[src/rtl/merge_defs.svh]
`ifndef MERGE_DEFS_SVH
`define MERGE_DEFS_SVH

//////////////////////////////////////////////////
// stream and field widths
//////////////////////////////////////////////////

`define STREAM_W            128
`define HALF_W              64
`define SCORE_W             9
`define Q_POS_W             10
`define T_POS_W             10

// one base is packed into two bits on the bypass stream
`define BASE_W              2
`define BASES_PER_TX        (`STREAM_W / `BASE_W)
`define LOG_BASES_PER_TX    6

// words of alignment parameters after the target data
`define NUM_EXTRA_TX        3

// the local score goes into the query header at this bit
`define HDR_SCORE_LSB       16

// enough for the longest section plus the rounding term
`define CNT_W               11

//////////////////////////////////////////////////
// result word layout with the global score at the bottom
//////////////////////////////////////////////////

`define RES_GLB_SCORE_LSB   0
`define RES_GLB_T_BASE_LSB  (`RES_GLB_SCORE_LSB + `SCORE_W)
`define RES_LOC_SCORE_LSB   (`RES_GLB_T_BASE_LSB + `T_POS_W)
`define RES_LOC_T_BASE_LSB  (`RES_LOC_SCORE_LSB + `SCORE_W)
`define RES_LOC_Q_BASE_LSB  (`RES_LOC_T_BASE_LSB + `T_POS_W)

`endif

[src/rtl/merge_ctrl_pkg.sv]
`default_nettype none

`include "merge_defs.svh"

// control types for walking one bypass record
package merge_ctrl_pkg;

    // where we are in the record, in the order the words arrive
    // every encoding of the three bits is a real phase
    typedef enum logic [2:0] {
        HDR_Q   = 3'd0,
        DATA_Q  = 3'd1,
        HDR_T   = 3'd2,
        DATA_T  = 3'd3,
        EXTRA   = 3'd4,
        Q_BASE  = 3'd5,
        T_BASE  = 3'd6,
        G_SCORE = 3'd7
    } rec_phase_t;

    // words left in the current section
    // a 10 bit length rounds up to at most 16 words, the extra width
    // keeps the rounding add from wrapping
    typedef logic [`CNT_W-1:0] sec_count_t;

endpackage

`default_nettype wire

[src/rtl/stream_fmt_pkg.sv]
`default_nettype none

`include "merge_defs.svh"

// word and field formats shared by the three streams
package stream_fmt_pkg;

    //////////////////////////////////////////////////
    // whole words
    //////////////////////////////////////////////////

    // one transfer on any of the streams
    typedef logic [`STREAM_W-1:0] stream_word_t;

    // the tail words are split into an upper and a lower half
    typedef logic [`HALF_W-1:0] half_word_t;

    //////////////////////////////////////////////////
    // result fields
    //////////////////////////////////////////////////

    // alignment scores are signed and may go negative for the global case
    typedef logic signed [`SCORE_W-1:0] score_t;

    // a base index into the query, also used for the query length
    typedef logic [`Q_POS_W-1:0] q_pos_t;

    // a base index into the target, also used for the target length
    typedef logic [`T_POS_W-1:0] t_pos_t;

    //////////////////////////////////////////////////
    // header fields
    //////////////////////////////////////////////////

    // the query header keeps its length in the low bits and picks up
    // the local score at HDR_SCORE_LSB on the way out
    // the target header carries its own length the same way and is
    // passed on as it is

endpackage

`default_nettype wire

[src/rtl/frame_sequencer.sv]
`default_nettype none
`timescale 1ns/1ns

`include "merge_defs.svh"

// follows the framing of the bypass record one accepted word at a time
// and tells the merger which part of the record the next word belongs to
module frame_sequencer (
    input  logic                         clk,
    input  logic                         rst,
    input  logic                         take,
    input  stream_fmt_pkg::stream_word_t s2i_data,
    output merge_ctrl_pkg::rec_phase_t   phase,
    output logic                         rec_done
);

    import merge_ctrl_pkg::*;

    sec_count_t cnt;
    sec_count_t cnt_nxt;
    sec_count_t hdr_len;
    sec_count_t hdr_words;
    rec_phase_t phase_nxt;
    logic       cnt_last;

    //////////////////////////////////////////////////
    // header length and word count
    //////////////////////////////////////////////////

    // the length field is read with the width of the section it opens
    always_comb begin
        if (phase == HDR_T) begin
            hdr_len = sec_count_t'(s2i_data[`T_POS_W-1:0]);
        end else begin
            hdr_len = sec_count_t'(s2i_data[`Q_POS_W-1:0]);
        end
    end

    // words = ceil(len / bases per word) which is zero for an empty section
    assign hdr_words = (hdr_len + sec_count_t'(`BASES_PER_TX - 1)) >> `LOG_BASES_PER_TX;

    assign cnt_last = (cnt == sec_count_t'(1));

    //////////////////////////////////////////////////
    // next phase and count
    //////////////////////////////////////////////////

    always_comb begin
        phase_nxt = phase;
        cnt_nxt   = cnt;
        case (phase)
            HDR_Q: begin
                // an empty query skips straight on to the target header
                cnt_nxt   = hdr_words;
                phase_nxt = (hdr_words == '0) ? HDR_T : DATA_Q;
            end
            DATA_Q: begin
                cnt_nxt = cnt - sec_count_t'(1);
                if (cnt_last) begin
                    phase_nxt = HDR_T;
                end
            end
            HDR_T: begin
                // an empty target goes straight on to the extra words
                if (hdr_words == '0) begin
                    cnt_nxt   = sec_count_t'(`NUM_EXTRA_TX);
                    phase_nxt = EXTRA;
                end else begin
                    cnt_nxt   = hdr_words;
                    phase_nxt = DATA_T;
                end
            end
            DATA_T: begin
                if (cnt_last) begin
                    cnt_nxt   = sec_count_t'(`NUM_EXTRA_TX);
                    phase_nxt = EXTRA;
                end else begin
                    cnt_nxt = cnt - sec_count_t'(1);
                end
            end
            EXTRA: begin
                cnt_nxt = cnt - sec_count_t'(1);
                if (cnt_last) begin
                    phase_nxt = Q_BASE;
                end
            end
            // the three tail words are one take each
            Q_BASE: phase_nxt = T_BASE;
            T_BASE: phase_nxt = G_SCORE;
            G_SCORE: phase_nxt = HDR_Q;
            default: phase_nxt = HDR_Q;
        endcase
    end

    // everything moves only on an accepted bypass word, so back-pressure
    // on the output freezes the walk as well
    always_ff @(posedge clk) begin
        if (rst) begin
            phase <= HDR_Q;
            cnt   <= '0;
        end else if (take) begin
            phase <= phase_nxt;
            cnt   <= cnt_nxt;
        end
    end

    // the last word of the record releases the held result
    assign rec_done = take && (phase == G_SCORE);

    a_phase_known: assert property (@(posedge clk) disable iff (rst)
        !$isunknown(phase) &&
        (phase inside {HDR_Q, DATA_Q, HDR_T, DATA_T, EXTRA, Q_BASE, T_BASE, G_SCORE}));

    // a counting phase is only ever entered with at least one word left
    a_no_underflow: assert property (@(posedge clk) disable iff (rst)
        take && (phase inside {DATA_Q, DATA_T, EXTRA}) |-> cnt != '0);

endmodule

`default_nettype wire

[src/rtl/merge_stream.sv]
`default_nettype none
`timescale 1ns/1ns

// merges the alignment result stream into the bypass record stream
// one result word per record, one output word per bypass word
module merge_stream (
    input  logic                         clk,
    input  logic                         rst,

    // alignment results
    input  logic                         s1i_valid,
    output logic                         s1i_rdy,
    input  stream_fmt_pkg::stream_word_t s1i_data,

    // records held aside in the bypass path
    input  logic                         s2i_valid,
    output logic                         s2i_rdy,
    input  stream_fmt_pkg::stream_word_t s2i_data,

    // merged record
    output logic                         s1o_valid,
    input  logic                         s1o_rdy,
    output stream_fmt_pkg::stream_word_t s1o_data
);

    import stream_fmt_pkg::*;
    import merge_ctrl_pkg::*;

    // result fields held for the record in flight
    logic       held;
    score_t     loc_score;
    score_t     glb_score;
    q_pos_t     loc_q_base;
    t_pos_t     loc_t_base;
    t_pos_t     glb_t_base;

    // record walk
    logic       take;
    logic       rec_done;
    rec_phase_t phase;

    result_latch u_result_latch (
        .clk        (clk),
        .rst        (rst),
        .s1i_valid  (s1i_valid),
        .s1i_data   (s1i_data),
        .rec_done   (rec_done),
        .s1i_rdy    (s1i_rdy),
        .held       (held),
        .loc_score  (loc_score),
        .loc_q_base (loc_q_base),
        .loc_t_base (loc_t_base),
        .glb_t_base (glb_t_base),
        .glb_score  (glb_score)
    );

    frame_sequencer u_frame_sequencer (
        .clk      (clk),
        .rst      (rst),
        .take     (take),
        .s2i_data (s2i_data),
        .phase    (phase),
        .rec_done (rec_done)
    );

    word_merger u_word_merger (
        .clk        (clk),
        .rst        (rst),
        .phase      (phase),
        .held       (held),
        .loc_score  (loc_score),
        .glb_score  (glb_score),
        .loc_q_base (loc_q_base),
        .loc_t_base (loc_t_base),
        .glb_t_base (glb_t_base),
        .s2i_valid  (s2i_valid),
        .s2i_data   (s2i_data),
        .s1o_rdy    (s1o_rdy),
        .s2i_rdy    (s2i_rdy),
        .take       (take),
        .s1o_valid  (s1o_valid),
        .s1o_data   (s1o_data)
    );

endmodule

`default_nettype wire

[src/rtl/result_latch.sv]
`default_nettype none
`timescale 1ns/1ns

`include "merge_defs.svh"

// takes one result word per record and keeps its fields until the
// bypass record that belongs to it has gone out
module result_latch (
    input  logic                        clk,
    input  logic                        rst,
    input  logic                        s1i_valid,
    input  stream_fmt_pkg::stream_word_t s1i_data,
    input  logic                        rec_done,
    output logic                        s1i_rdy,
    output logic                        held,
    output stream_fmt_pkg::score_t      loc_score,
    output stream_fmt_pkg::q_pos_t      loc_q_base,
    output stream_fmt_pkg::t_pos_t      loc_t_base,
    output stream_fmt_pkg::t_pos_t      glb_t_base,
    output stream_fmt_pkg::score_t      glb_score
);

    import stream_fmt_pkg::*;

    //////////////////////////////////////////////////
    // unpack the result word
    //////////////////////////////////////////////////

    score_t in_loc_score;
    score_t in_glb_score;
    q_pos_t in_loc_q_base;
    t_pos_t in_loc_t_base;
    t_pos_t in_glb_t_base;
    logic   held_nxt;

    assign in_glb_score  = s1i_data[`RES_GLB_SCORE_LSB +: `SCORE_W];
    assign in_glb_t_base = s1i_data[`RES_GLB_T_BASE_LSB +: `T_POS_W];
    assign in_loc_score  = s1i_data[`RES_LOC_SCORE_LSB +: `SCORE_W];
    assign in_loc_t_base = s1i_data[`RES_LOC_T_BASE_LSB +: `T_POS_W];
    assign in_loc_q_base = s1i_data[`RES_LOC_Q_BASE_LSB +: `Q_POS_W];

    //////////////////////////////////////////////////
    // hold flag and input ready
    //////////////////////////////////////////////////

    // a result is held from its accept until the G_SCORE word is taken
    always_comb begin
        held_nxt = held;
        if (rec_done) begin
            held_nxt = 1'b0;
        end else if (s1i_valid && s1i_rdy) begin
            held_nxt = 1'b1;
        end
    end

    // ready is the registered inverse of the next hold state, so it stays
    // low through reset and comes up on the first edge after it
    always_ff @(posedge clk) begin
        if (rst) begin
            held    <= 1'b0;
            s1i_rdy <= 1'b0;
        end else begin
            held    <= held_nxt;
            s1i_rdy <= !held_nxt;
        end
    end

    // the fields load on an accept and keep their value until the next one
    always_ff @(posedge clk) begin
        if (s1i_valid && s1i_rdy) begin
            loc_score  <= in_loc_score;
            loc_q_base <= in_loc_q_base;
            loc_t_base <= in_loc_t_base;
            glb_t_base <= in_glb_t_base;
            glb_score  <= in_glb_score;
        end
    end

    // the sequencer may only close a record that has a result behind it
    a_done_needs_held: assert property (@(posedge clk) disable iff (rst)
        rec_done |-> held);

    // the merger reads these fields across many cycles of one record
    a_fields_stable: assert property (@(posedge clk) disable iff (rst)
        held |=> !held ||
            $stable({loc_score, loc_q_base, loc_t_base, glb_t_base, glb_score}));

endmodule

`default_nettype wire

[src/rtl/word_merger.sv]
`default_nettype none
`timescale 1ns/1ns

`include "merge_defs.svh"

// output register of the merge, fed from the bypass word and the held
// result fields
module word_merger (
    input  logic                         clk,
    input  logic                         rst,
    input  merge_ctrl_pkg::rec_phase_t   phase,
    input  logic                         held,
    input  stream_fmt_pkg::score_t       loc_score,
    input  stream_fmt_pkg::score_t       glb_score,
    input  stream_fmt_pkg::q_pos_t       loc_q_base,
    input  stream_fmt_pkg::t_pos_t       loc_t_base,
    input  stream_fmt_pkg::t_pos_t       glb_t_base,
    input  logic                         s2i_valid,
    input  stream_fmt_pkg::stream_word_t s2i_data,
    input  logic                         s1o_rdy,
    output logic                         s2i_rdy,
    output logic                         take,
    output logic                         s1o_valid,
    output stream_fmt_pkg::stream_word_t s1o_data
);

    import stream_fmt_pkg::*;
    import merge_ctrl_pkg::*;

    logic         slot_free;
    q_pos_t       q_len;
    stream_word_t merged;

    //////////////////////////////////////////////////
    // handshake
    //////////////////////////////////////////////////

    // the slot can take a word when it is empty or is being read now
    assign slot_free = !s1o_valid || s1o_rdy;

    // nothing is taken from the bypass stream until its result is here
    assign s2i_rdy = held && slot_free;
    assign take    = s2i_rdy && s2i_valid;

    //////////////////////////////////////////////////
    // word forming
    //////////////////////////////////////////////////

    assign q_len = s2i_data[`Q_POS_W-1:0];

    // scores are cast unsigned first so the halves zero extend
    always_comb begin
        case (phase)
            HDR_Q: merged = {{(`STREAM_W - `HDR_SCORE_LSB - `SCORE_W){1'b0}},
                             loc_score,
                             {(`HDR_SCORE_LSB - `Q_POS_W){1'b0}},
                             q_len};
            Q_BASE: merged = {half_word_t'(loc_q_base), s2i_data[`HALF_W-1:0]};
            T_BASE: merged = {half_word_t'(glb_t_base), half_word_t'(loc_t_base)};
            G_SCORE: merged = {s2i_data[`STREAM_W-1:`HALF_W],
                               half_word_t'($unsigned(glb_score))};
            // data, target header and extra words go through untouched
            default: merged = s2i_data;
        endcase
    end

    //////////////////////////////////////////////////
    // output register
    //////////////////////////////////////////////////

    always_ff @(posedge clk) begin
        if (rst) begin
            s1o_valid <= 1'b0;
        end else if (take) begin
            s1o_valid <= 1'b1;
        end else if (s1o_rdy) begin
            s1o_valid <= 1'b0;
        end
    end

    always_ff @(posedge clk) begin
        if (take) begin
            s1o_data <= merged;
        end
    end

    // a stalled word must not change under the receiver
    a_data_held: assert property (@(posedge clk) disable iff (rst)
        s1o_valid && !s1o_rdy |=> $stable(s1o_data));

endmodule

`default_nettype wire

[config.mk]
export PLATFORM = sky130hd
export DESIGN_NAME = merge_stream
export DESIGN_NICKNAME = d
export VERILOG_FILES = /design/src/rtl/merge_ctrl_pkg.sv /design/src/rtl/stream_fmt_pkg.sv /design/src/rtl/frame_sequencer.sv /design/src/rtl/merge_stream.sv /design/src/rtl/result_latch.sv /design/src/rtl/word_merger.sv
export VERILOG_INCLUDE_DIRS = /design/src /design/src/rtl
export SDC_FILE = /design/constraint.sdc
export NUM_CORES = 1
export LEC_CHECK = 0
export BUFFER_PORTS_ARGS = -buffer_cell sky130_fd_sc_hd__buf_4
export CORE_ASPECT_RATIO = 0.9
export CORE_MARGIN = 8
export CORE_UTILIZATION = 30
export DETAILED_ROUTE_END_ITERATION = 12
export SLEW_MARGIN = 40
export SYNTH_ARGS = -nofsm -noshare
export SYNTH_HDL_FRONTEND = slang
export SYNTH_HIERARCHICAL = 1
export SYNTH_SLANG_ARGS = --single-unit
[constraint.sdc]
create_clock -name clk -period 14.25 [get_ports clk]
set_input_delay 4.275 -clock clk [delete_from_list [all_inputs] [get_ports clk]]
set_output_delay 4.275 -clock clk [all_outputs]
set_load 0.005 [all_outputs]
Word-level counts from Yosys, hierarchy flattened:

Cells that the tools add are included.

* flip-flop bits (word level): 193
* input port bits: 261
* output and inout bits: 131

* add/subtract/negate cells: 2
* equal/unequal tests: 11
* multiplexer cells: 14
* reduce and logical (&&, ||, !) cells: 14

Operators with widths (count)
* case mux 128 bit (4 select lines): 1
* case mux 11 bit (4 select lines): 1
* case mux 3 bit (8 select lines): 1
* == test 3 bit, second input constant: 4
* 2-to-1 mux 3 bit: 4
* adder 10 x 6 -> 11 bit, second input constant: 1
* == test 11 x 1 -> 1 bit, second input constant: 1
* logical NOT 11 bit: 1
* 2-to-1 mux 11 bit: 1
* subtractor 11 x 1 -> 11 bit, second input constant: 1
* == test 3 x 2 -> 1 bit, second input constant: 2
* != test 2 x 1 -> 1 bit, second input constant: 3
* 2-to-1 mux 5 bit: 1
* logical AND 1 bit: 4
* 2-to-1 mux 1 bit: 4
* AND reduction 4 bit: 1
* nonzero test 4 bit: 1
* == test 3 x 1 -> 1 bit, second input constant: 1
* logical NOT 3 bit: 1
* logical NOT 1 bit: 2
* 2-to-1 mux 2 bit: 1
* AND reduction 2 bit: 1
* nonzero test 2 bit: 1
* OR reduction 2 bit: 1
* logical OR 1 bit: 1

Longest topological paths before layout:

Gate-level depths: netlist of run 1.

* word-level depth: 7
* mapped depth: 7

Modules after synthesis:

Netlist of run 1, hierarchy kept.

Modules (own cells, without submodules)
* word_merger: times used 1, cells each 368, area each 5456.5 um2
* result_latch: times used 1, cells each 55, area each 1521.5 um2
* frame_sequencer: times used 1, cells each 126, area each 972.2 um2

Least setup slack after synthesis of run 1:

No wires, ideal clock.

* kind: input-to-reg
* start point: input s1o_rdy
* end point: register u_frame_sequencer.cnt[0]
* setup time: 0.091 ns
* data arrival time: 12.133 ns
* path slack: 2.026 ns
* stages on the path: 5
* cell sequence: nand2b_1 > nor2b_1 > nand2_1 > o311a_1 > a311oi_1

* longest elaborated chain between the ends: 4

RTL lines
* start, declared: RTL line merge_stream.sv:22 `input logic s1o_rdy,`
* logical OR 1 bit: RTL line word_merger.sv:39 `assign slot_free = !s1o_valid || s1o_rdy;`
* logical AND 1 bit: RTL line word_merger.sv:42 `assign s2i_rdy = held && slot_free;`
* logical AND 1 bit: RTL line word_merger.sv:43 `assign take = s2i_rdy && s2i_valid;`
* named net take: RTL line merge_stream.sv:38 `logic take;`
* AND reduction 2 bit (no line)
* end signal, assigned: RTL line frame_sequencer.sv:103 `cnt <= cnt_nxt;`
* end, declared: RTL line frame_sequencer.sv:19 `sec_count_t cnt;`

The timed path passes the listed nets, and every way through them passes these cells.
A chain may end at the register's enable or synchronous reset.

Final worst setup path of run 1:

* start point: input s1o_rdy
* end point: output s2i_rdy

* longest elaborated chain between the ends: 2

RTL lines
* logical OR 1 bit: RTL line word_merger.sv:39
* logical AND 1 bit: RTL line word_merger.sv:42
* end, declared: RTL line merge_stream.sv:17 `output logic s2i_rdy,`

No other way between the ends.

==> impl_metrics.py, run 1 <==
metrics = {
    "place": {
        "io_buffers": 311,
        "dpl.hpwl_um": 16700,
        "dpl-instance-area_um2": 10600,
        "place_congestion": 0.758,
    },
    "pwr": {
        "total_power_uw": 1230,
        "p_leak_uw": 0.00458,
        "power.density_nw_per_um2": 110,
        "vdd_ir_drop_max_mv": 0.0722,
    },
    "layout": {
        "most-common-layout-cells": "buf_4, edfxtp_1, and2_1",
        "final_common_cell": "buf_4",
        "multiInputGateArea_um2": 2120,
        "layout.nets": 1119,
        "n_fill_cell": 2474,
        "seqCellArea_um2": 5630,
        "final_cell_area_um2": 11200,
        "area_growth_pct": 41.1,
        "drive_above_1_share_pct": 42.0,
        "utilization_pct": 43.0,
    },
    "global_route": {
        "grt_max_degree": 69,
        "grtUsageMet1_pct": 17.2,
        "grtUsageTotal_pct": 13.6,
        "grt_pass1_vias": 5605,
        "grt-ovfl-total": 0,
        "busiest_layer": "met2",
        "grt_pass1_wl_um": 33900,
        "antenna_found_initial": 0,
        "met3_usage_pct": 5.09,
        "use_met2_pct": 21.5,
    },
    "timing": {
        "drv_slew": 0,
        "fmax_mhz": 110,
        "skew_ps": 15.2,
        "setup_viol": 0,
        "rsz0062_at_grt": "no",
        "tns_ps": 0,
        "maxSlewHeadroom_pct": 51.3,
        "worst_pin_slew_ps": 730,
        "period_share_pct": 63.9,
        "min_period_ps": 9100,
        "hold_viol": 0,
    },
    "clock_network": {
        "cts_sinks": 193,
        "post_cts_buffers": 0,
        "cts_tree": "yes",
        "clk_latency_ps": 430,
        "root_buffer": "clkbuf_16",
        "hold_buffers": 0,
        "numCtsBuffers": 17,
        "clk_path_buf_depth": 2,
        "htree_levels": 4,
        "clkTransAtPathRegs_ps": 80,
        "cts_resized": 0,
    },
    "logic_synthesis": {
        "netlist_instances": 549,
        "synth_area_um2": 7950,
        "yosysTopAreaCell": "edfxtp_1",
        "synth_ff_type": "edfxtp_1",
        "yosysUniqueCellTypes": 55,
        "synth.area.top_cells": "edfxtp_1, and2_1, dfxtp_1, nor2_1, a211o_1",
        "ys_seq_area_share_pct": 70.8,
        "async_flop_share_pct": 0,
        "synth-seq-cells": 193,
        "avgSynthCellArea_um2": 14.5,
        "synth_top_area_share_pct": 66.5,
        "synth_edf_count": 176,
        "yosysWarningCount": 6,
        "syn_nets": 812,
    },
    "routing": {
        "vias": 5521,
        "drtIter0Drc": 322,
        "antenna_left": 0,
        "drt-pass1-iter-count": 5,
        "drc_errors": 0,
        "finalWirelength_um": 22700,
        "wire_per_inst_um": 18.6,
        "vias_per_cell": 4.53,
    },
    "critical_path": {
        "end_kind": "output port",
        "crit_required_ps": 9970,
        "critPathKind": "in -> out",
        "arrival_ps": 4830,
        "critPathLaunchType": "input port",
        "worstPathMaxFanout": 3,
    },
    "floorplanning": {
        "core_area_um2": 26100,
        "dieHeight_um": 170,
        "io_pins": 392,
        "dieArea_um2": 32000,
        "initial_core_util_pct": 30.5,
        "die_x_um": 188,
        "rows": 56,
    },
    "flow_run": {
        "drv_cap": 0,
    },
    "run_status": {
        "status": "finished clean",
    },
    "hold_path": {
        "worstHoldPathType": "reg -> reg",
    },
}
## state kept, by name, indices dropped and copies added (netlist names)
register	cells
u_word_merger/s1o_data	128
u_frame_sequencer/cnt	11
u_result_latch/glb_t_base	10
u_result_latch/loc_q_base	10
u_result_latch/loc_t_base	10
u_result_latch/glb_score	9
u_result_latch/loc_score	9
u_frame_sequencer/phase	3
u_result_latch/held	1
u_result_latch/s1i_rdy	1
u_word_merger/s1o_valid	1
## cells by family after synthesis
| group | Yosys count | share of synthesized area, % |
|---|---|---|
| simple gates | 200 | 14.5 |
| buf+inv | 37 | 2.69 |
| xor+xnor | 10 | 1.10 |
| flops | 193 | 70.8 |
| compound gates | 97 | 9.35 |
| mux | 10 | 1.26 |
| fa+ha+maj | 2 | 0.315 |
## power breakdown
| group | total (uW) | internal (uW) | switching [uW] |
|---|---|---|---|
| Combinational | 104 | 59.1 | 45.1 |
| Clock | 487 | 241 | 246 |
| Sequential | 642 | 635 | 7.42 |
## layout make-up
class	instances	share of cell area [%]
flip-flops and latches	193	50.2
repair buffers	316	21.3
multi-input cells	319	18.9
well taps	348	3.88
clock buffers	17	3.79
clock inverters	15	1.61
inverters	9	0.301
diodes	2	0.0446
## through the flow
stage	cells	setup slack [ps]	hold slack (ps)
CTS	1217	5140	498
global placement	1184	5140	475
finish	1219	5150	494
detailed placement	1185	5140	487
floorplan	549	2030	458
global route	1217	5110	519
## per-layer routing
layer | share of wire (%) | routed length [um]
met5 | 0 | 0
met4 | 1.7 | 376
met3 | 8.3 | 1880
met2 | 47 | 10600
met1 | 43 | 9800
## critical path, stage by stage
cell	delay, ps
buf_4	100
nand2b_1	160
and2_1	160
buf_4	130
## synth_stat cells (2+ instances only)
cell type,n
dfxtp_1,17
a21boi_0,2
clkbuf_2,5
nand2b_1,4
nor2_1,36
nor2b_1,2
xnor2_1,6
a21o_1,3
o21ai_1,2
mux2i_1,10
nor3_1,12
nand2_2,2
o21ai_0,5
buf_2,10
or3_1,4
nand2_1,14
and2_1,98
edfxtp_1,176
o32ai_1,12
nor4_1,2
o2bb2ai_1,12
nand4_1,3
a21oi_1,16
a211o_1,12
clkbuf_1,4
a22oi_1,10
ha_1,2
a221oi_1,2
inv_1,9
and2_0,4
xor2_1,4
nand3b_1,2
nand3_1,6
o31ai_1,13
buf_4,3
buf_6,6
## final timing paths
kind	from	end	slack (ps)	depth (start not counted)
max	s1o_rdy	s2i_rdy	5150	4
min	u_frame_sequencer/cnt[9]	u_frame_sequencer/cnt[9]	490	2
min reg2reg	u_frame_sequencer/cnt[9]	u_frame_sequencer/cnt[9]	490	2
max reg2reg	u_frame_sequencer/phase[0]	u_frame_sequencer/cnt[3]	11930	5
No activity file was read; power rests on OpenSTA's default activity.
==> run 2, diff against run 1 <==
Settings changed: ABC_AREA set to 1.
Clock period 14.25 ns to 8.6 ns, I/O delays scaled along.
==> run 2 against run 1 <==
Against the previous run:
- worst hold slack got worse by 16 ps
- setup slack got worse by 2300 ps
- power up 69%
- sequential share of layout area fell by 1.4 points
- die area grew 3.5%
- clock skew decreased by 1.2 ps
- via count increased by 12%
- non-clock buffer count is 1 higher
- critical path type unchanged
==> impl_metrics.py, run 2 <==
metrics = {
    "logic_synthesis": {
        "yosysTopAreaCell": "edfxtp_1",
        "synth_most_common_cell": "edfxtp_1",
        "syn_nets": 931,
        "synth_area_um2": 8250,
        "synth_ff_type": "edfxtp_1",
        "netlist_instances": 668,
        "synth_top_area_share_pct": 64.0,
        "ys_seq_area_share_pct": 68.2,
        "async_flop_share_pct": 0,
        "synth_common_cells": "edfxtp_1, nand2_1, a21boi_0",
        "yosysUniqueCellTypes": 35,
        "avgSynthCellArea_um2": 12.4,
        "synth.area.top_cells": "edfxtp_1, a21boi_0, dfxtp_1, nand4_1, nand3_1",
        "synth_edf_count": 176,
        "synth-seq-cells": 193,
        "yosysWarningCount": 6,
    },
    "clock_network": {
        "clk_path_buf_depth": 2,
        "cts_resized": 0,
        "post_cts_buffers": 0,
        "hold_buffers": 0,
        "clk_latency_ps": 440,
        "numCtsBuffers": 17,
        "cts_tree": "yes",
        "cts_sinks": 193,
        "htree_levels": 4,
        "clkTransAtPathRegs_ps": 80,
        "root_buffer": "clkbuf_16",
    },
    "place": {
        "dpl-instance-area_um2": 10900,
        "io_buffers": 311,
        "place_inst": 1297,
        "place_congestion": 0.774,
        "dpl.hpwl_um": 17800,
    },
    "global_route": {
        "grt_pass1_wl_um": 37300,
        "grt-ovfl-total": 0,
        "antenna_found_initial": 2,
        "grt_max_degree": 100,
        "grt_pass1_vias": 6350,
        "grtUsageTotal_pct": 14.6,
    },
    "timing": {
        "fmax_mhz": 175,
        "drv_slew": 0,
        "period_share_pct": 66.4,
        "rsz0062_at_grt": "no",
        "hold_viol": 0,
        "tns_ps": 0,
        "min_period_ps": 5710,
        "worst_pin_slew_ps": 770,
        "skew_ps": 13.9,
        "maxSlewHeadroom_pct": 48.7,
        "setup_viol": 0,
    },
    "layout": {
        "utilization_pct": 42.6,
        "fin_cells": 1331,
        "area_growth_pct": 39.6,
        "drive_above_1_share_pct": 38.7,
        "largest_reg_flops": 128,
        "final_common_cell": "buf_4",
        "top_register": "u_word_merger/s1o_data",
        "top_regs": "u_word_merger/s1o_data (128), u_frame_sequencer/cnt (11)",
        "final_cell_area_um2": 11500,
        "layout.nets": 1225,
        "most-common-layout-cells": "buf_4, edfxtp_1, nand2_1",
        "n_fill_cell": 2544,
    },
    "critical_path": {
        "arrival_ps": 3130,
        "max_stage_delay_ps": 220,
        "worstPathMaxFanout": 2,
        "worst-path-buf-inv": 2,
        "critPathKind": "in -> out",
        "crit_slowest_cell": "nor2_1",
        "end_kind": "output port",
        "critPathTopFamily": "simple AND/OR/NAND/NOR gates",
        "crit_required_ps": 6020,
        "path_cells": "buf_4 > nor2_1 > nor2_1 > buf_4",
        "critPathLaunchType": "input port",
    },
    "routing": {
        "finalWirelength_um": 25000,
        "antenna_left": 0,
        "vias": 6183,
        "drt-pass1-iter-count": 5,
        "vias_per_cell": 4.65,
        "drc_errors": 0,
        "wire_per_inst_um": 18.8,
        "drtIter0Drc": 337,
    },
    "pwr": {
        "power.density_nw_per_um2": 181,
        "vdd_ir_drop_max_mv": 0.110,
        "p_leak_uw": 0.00469,
    },
    "run_status": {
        "status": "finished clean",
    },
    "floorplanning": {
        "io_pins": 392,
        "dieArea_um2": 33100,
        "dieHeight_um": 173,
        "die_x_um": 191,
        "rows": 57,
        "core_area_um2": 27000,
        "initial_core_util_pct": 30.5,
    },
    "hold_path": {
        "worstHoldPathType": "reg -> reg",
    },
    "flow_run": {
        "drv_cap": 0,
    },
}
==> run 2: cell types whose count changed in the layout (fill, tap and decap cells not counted), moves of 10 or more <==
cell / before / now
nand4_1: 3 / 50
nand2_1: 14 / 76
o32ai_1: 12 / 0
nor3_1: 12 / 2
a21boi_1: 0 / 31
a21boi_0: 2 / 68
nand3_1: 6 / 59
a22oi_1: 10 / 0
a211o_1: 12 / 0
inv_1: 9 / 43
o2bb2ai_1: 12 / 0
o31ai_1: 13 / 0
and2_1: 98 / 0
mux2i_1: 10 / 0
==> run 2: final cells by class <==
type | instances | area [um2] | share of cell area [%]
repair buffers | 317 | 2380 | 20.7
inverters | 49 | 191 | 1.66
well taps | 354 | 443 | 3.84
flip-flops and latches | 193 | 5630 | 48.8
clock inverters | 15 | 185 | 1.61
clock buffers | 17 | 425 | 3.69
multi-input cells | 384 | 2260 | 19.6
diodes | 2 | 5.00 | 0.0434
==> run 2: per-stage QoR <==
stage / worst slack, ps / hold slack (ps) / total power, uW
after global placement: 2910 / 457 / 1280
after detailed placement: 2880 / 465 / 1280
after global routing: 2840 / 525 / 2170
after floorplan: 1790 / 439 / 1170
final: 2890 / 479 / 2080
after CTS: 2880 / 478 / 2120
==> run 2: worst paths after layout <==
path	startpoint	to	slack (ps)	cells after the start
worst min register to register	u_frame_sequencer/cnt[1]	u_frame_sequencer/cnt[1]	480	2
worst max register to register	u_frame_sequencer/phase[2]	u_word_merger/s1o_data[120]	5640	5
worst min-delay path	u_frame_sequencer/cnt[1]	u_frame_sequencer/cnt[1]	480	2
worst max-delay path	s1o_rdy	s2i_rdy	2890	4
==> run 2: kinds of logic after synthesis <==
logic type | Yosys count | synth area share [%]
and+or+nand+nor | 250 | 14.9
DFF | 193 | 68.2
AOI/OAI and AO/OA | 126 | 11.0
buffers and inverters | 91 | 4.97
xor gates and xnor gates | 6 | 0.637
adders and majority gates | 2 | 0.303
==> run 2: worst reg2reg max path, stage by stage, from the launching register on <==
cell and delay [ps]:
dfxtp_2 710, buf_4 470, inv_2 190, nand2_2 470, nand2_8 420, a21boi_0 500
==> run 2: report_power, final <==
group / internal [uW] / switching, uW / total, uW
clock network: 421 / 402 / 823
logic: 100 / 89.3 / 189
registers: 1060 / 11.9 / 1070
total: 1580 / 504 / 2080
==> run 2: routing by layer <==
metal  part of all wire, %  global-route usage [%]
met4                   1.2                    4.07
met3                   9.1                    5.19
met1                    41                    17.3
met2                    49                    24.4
met5                     0                       0
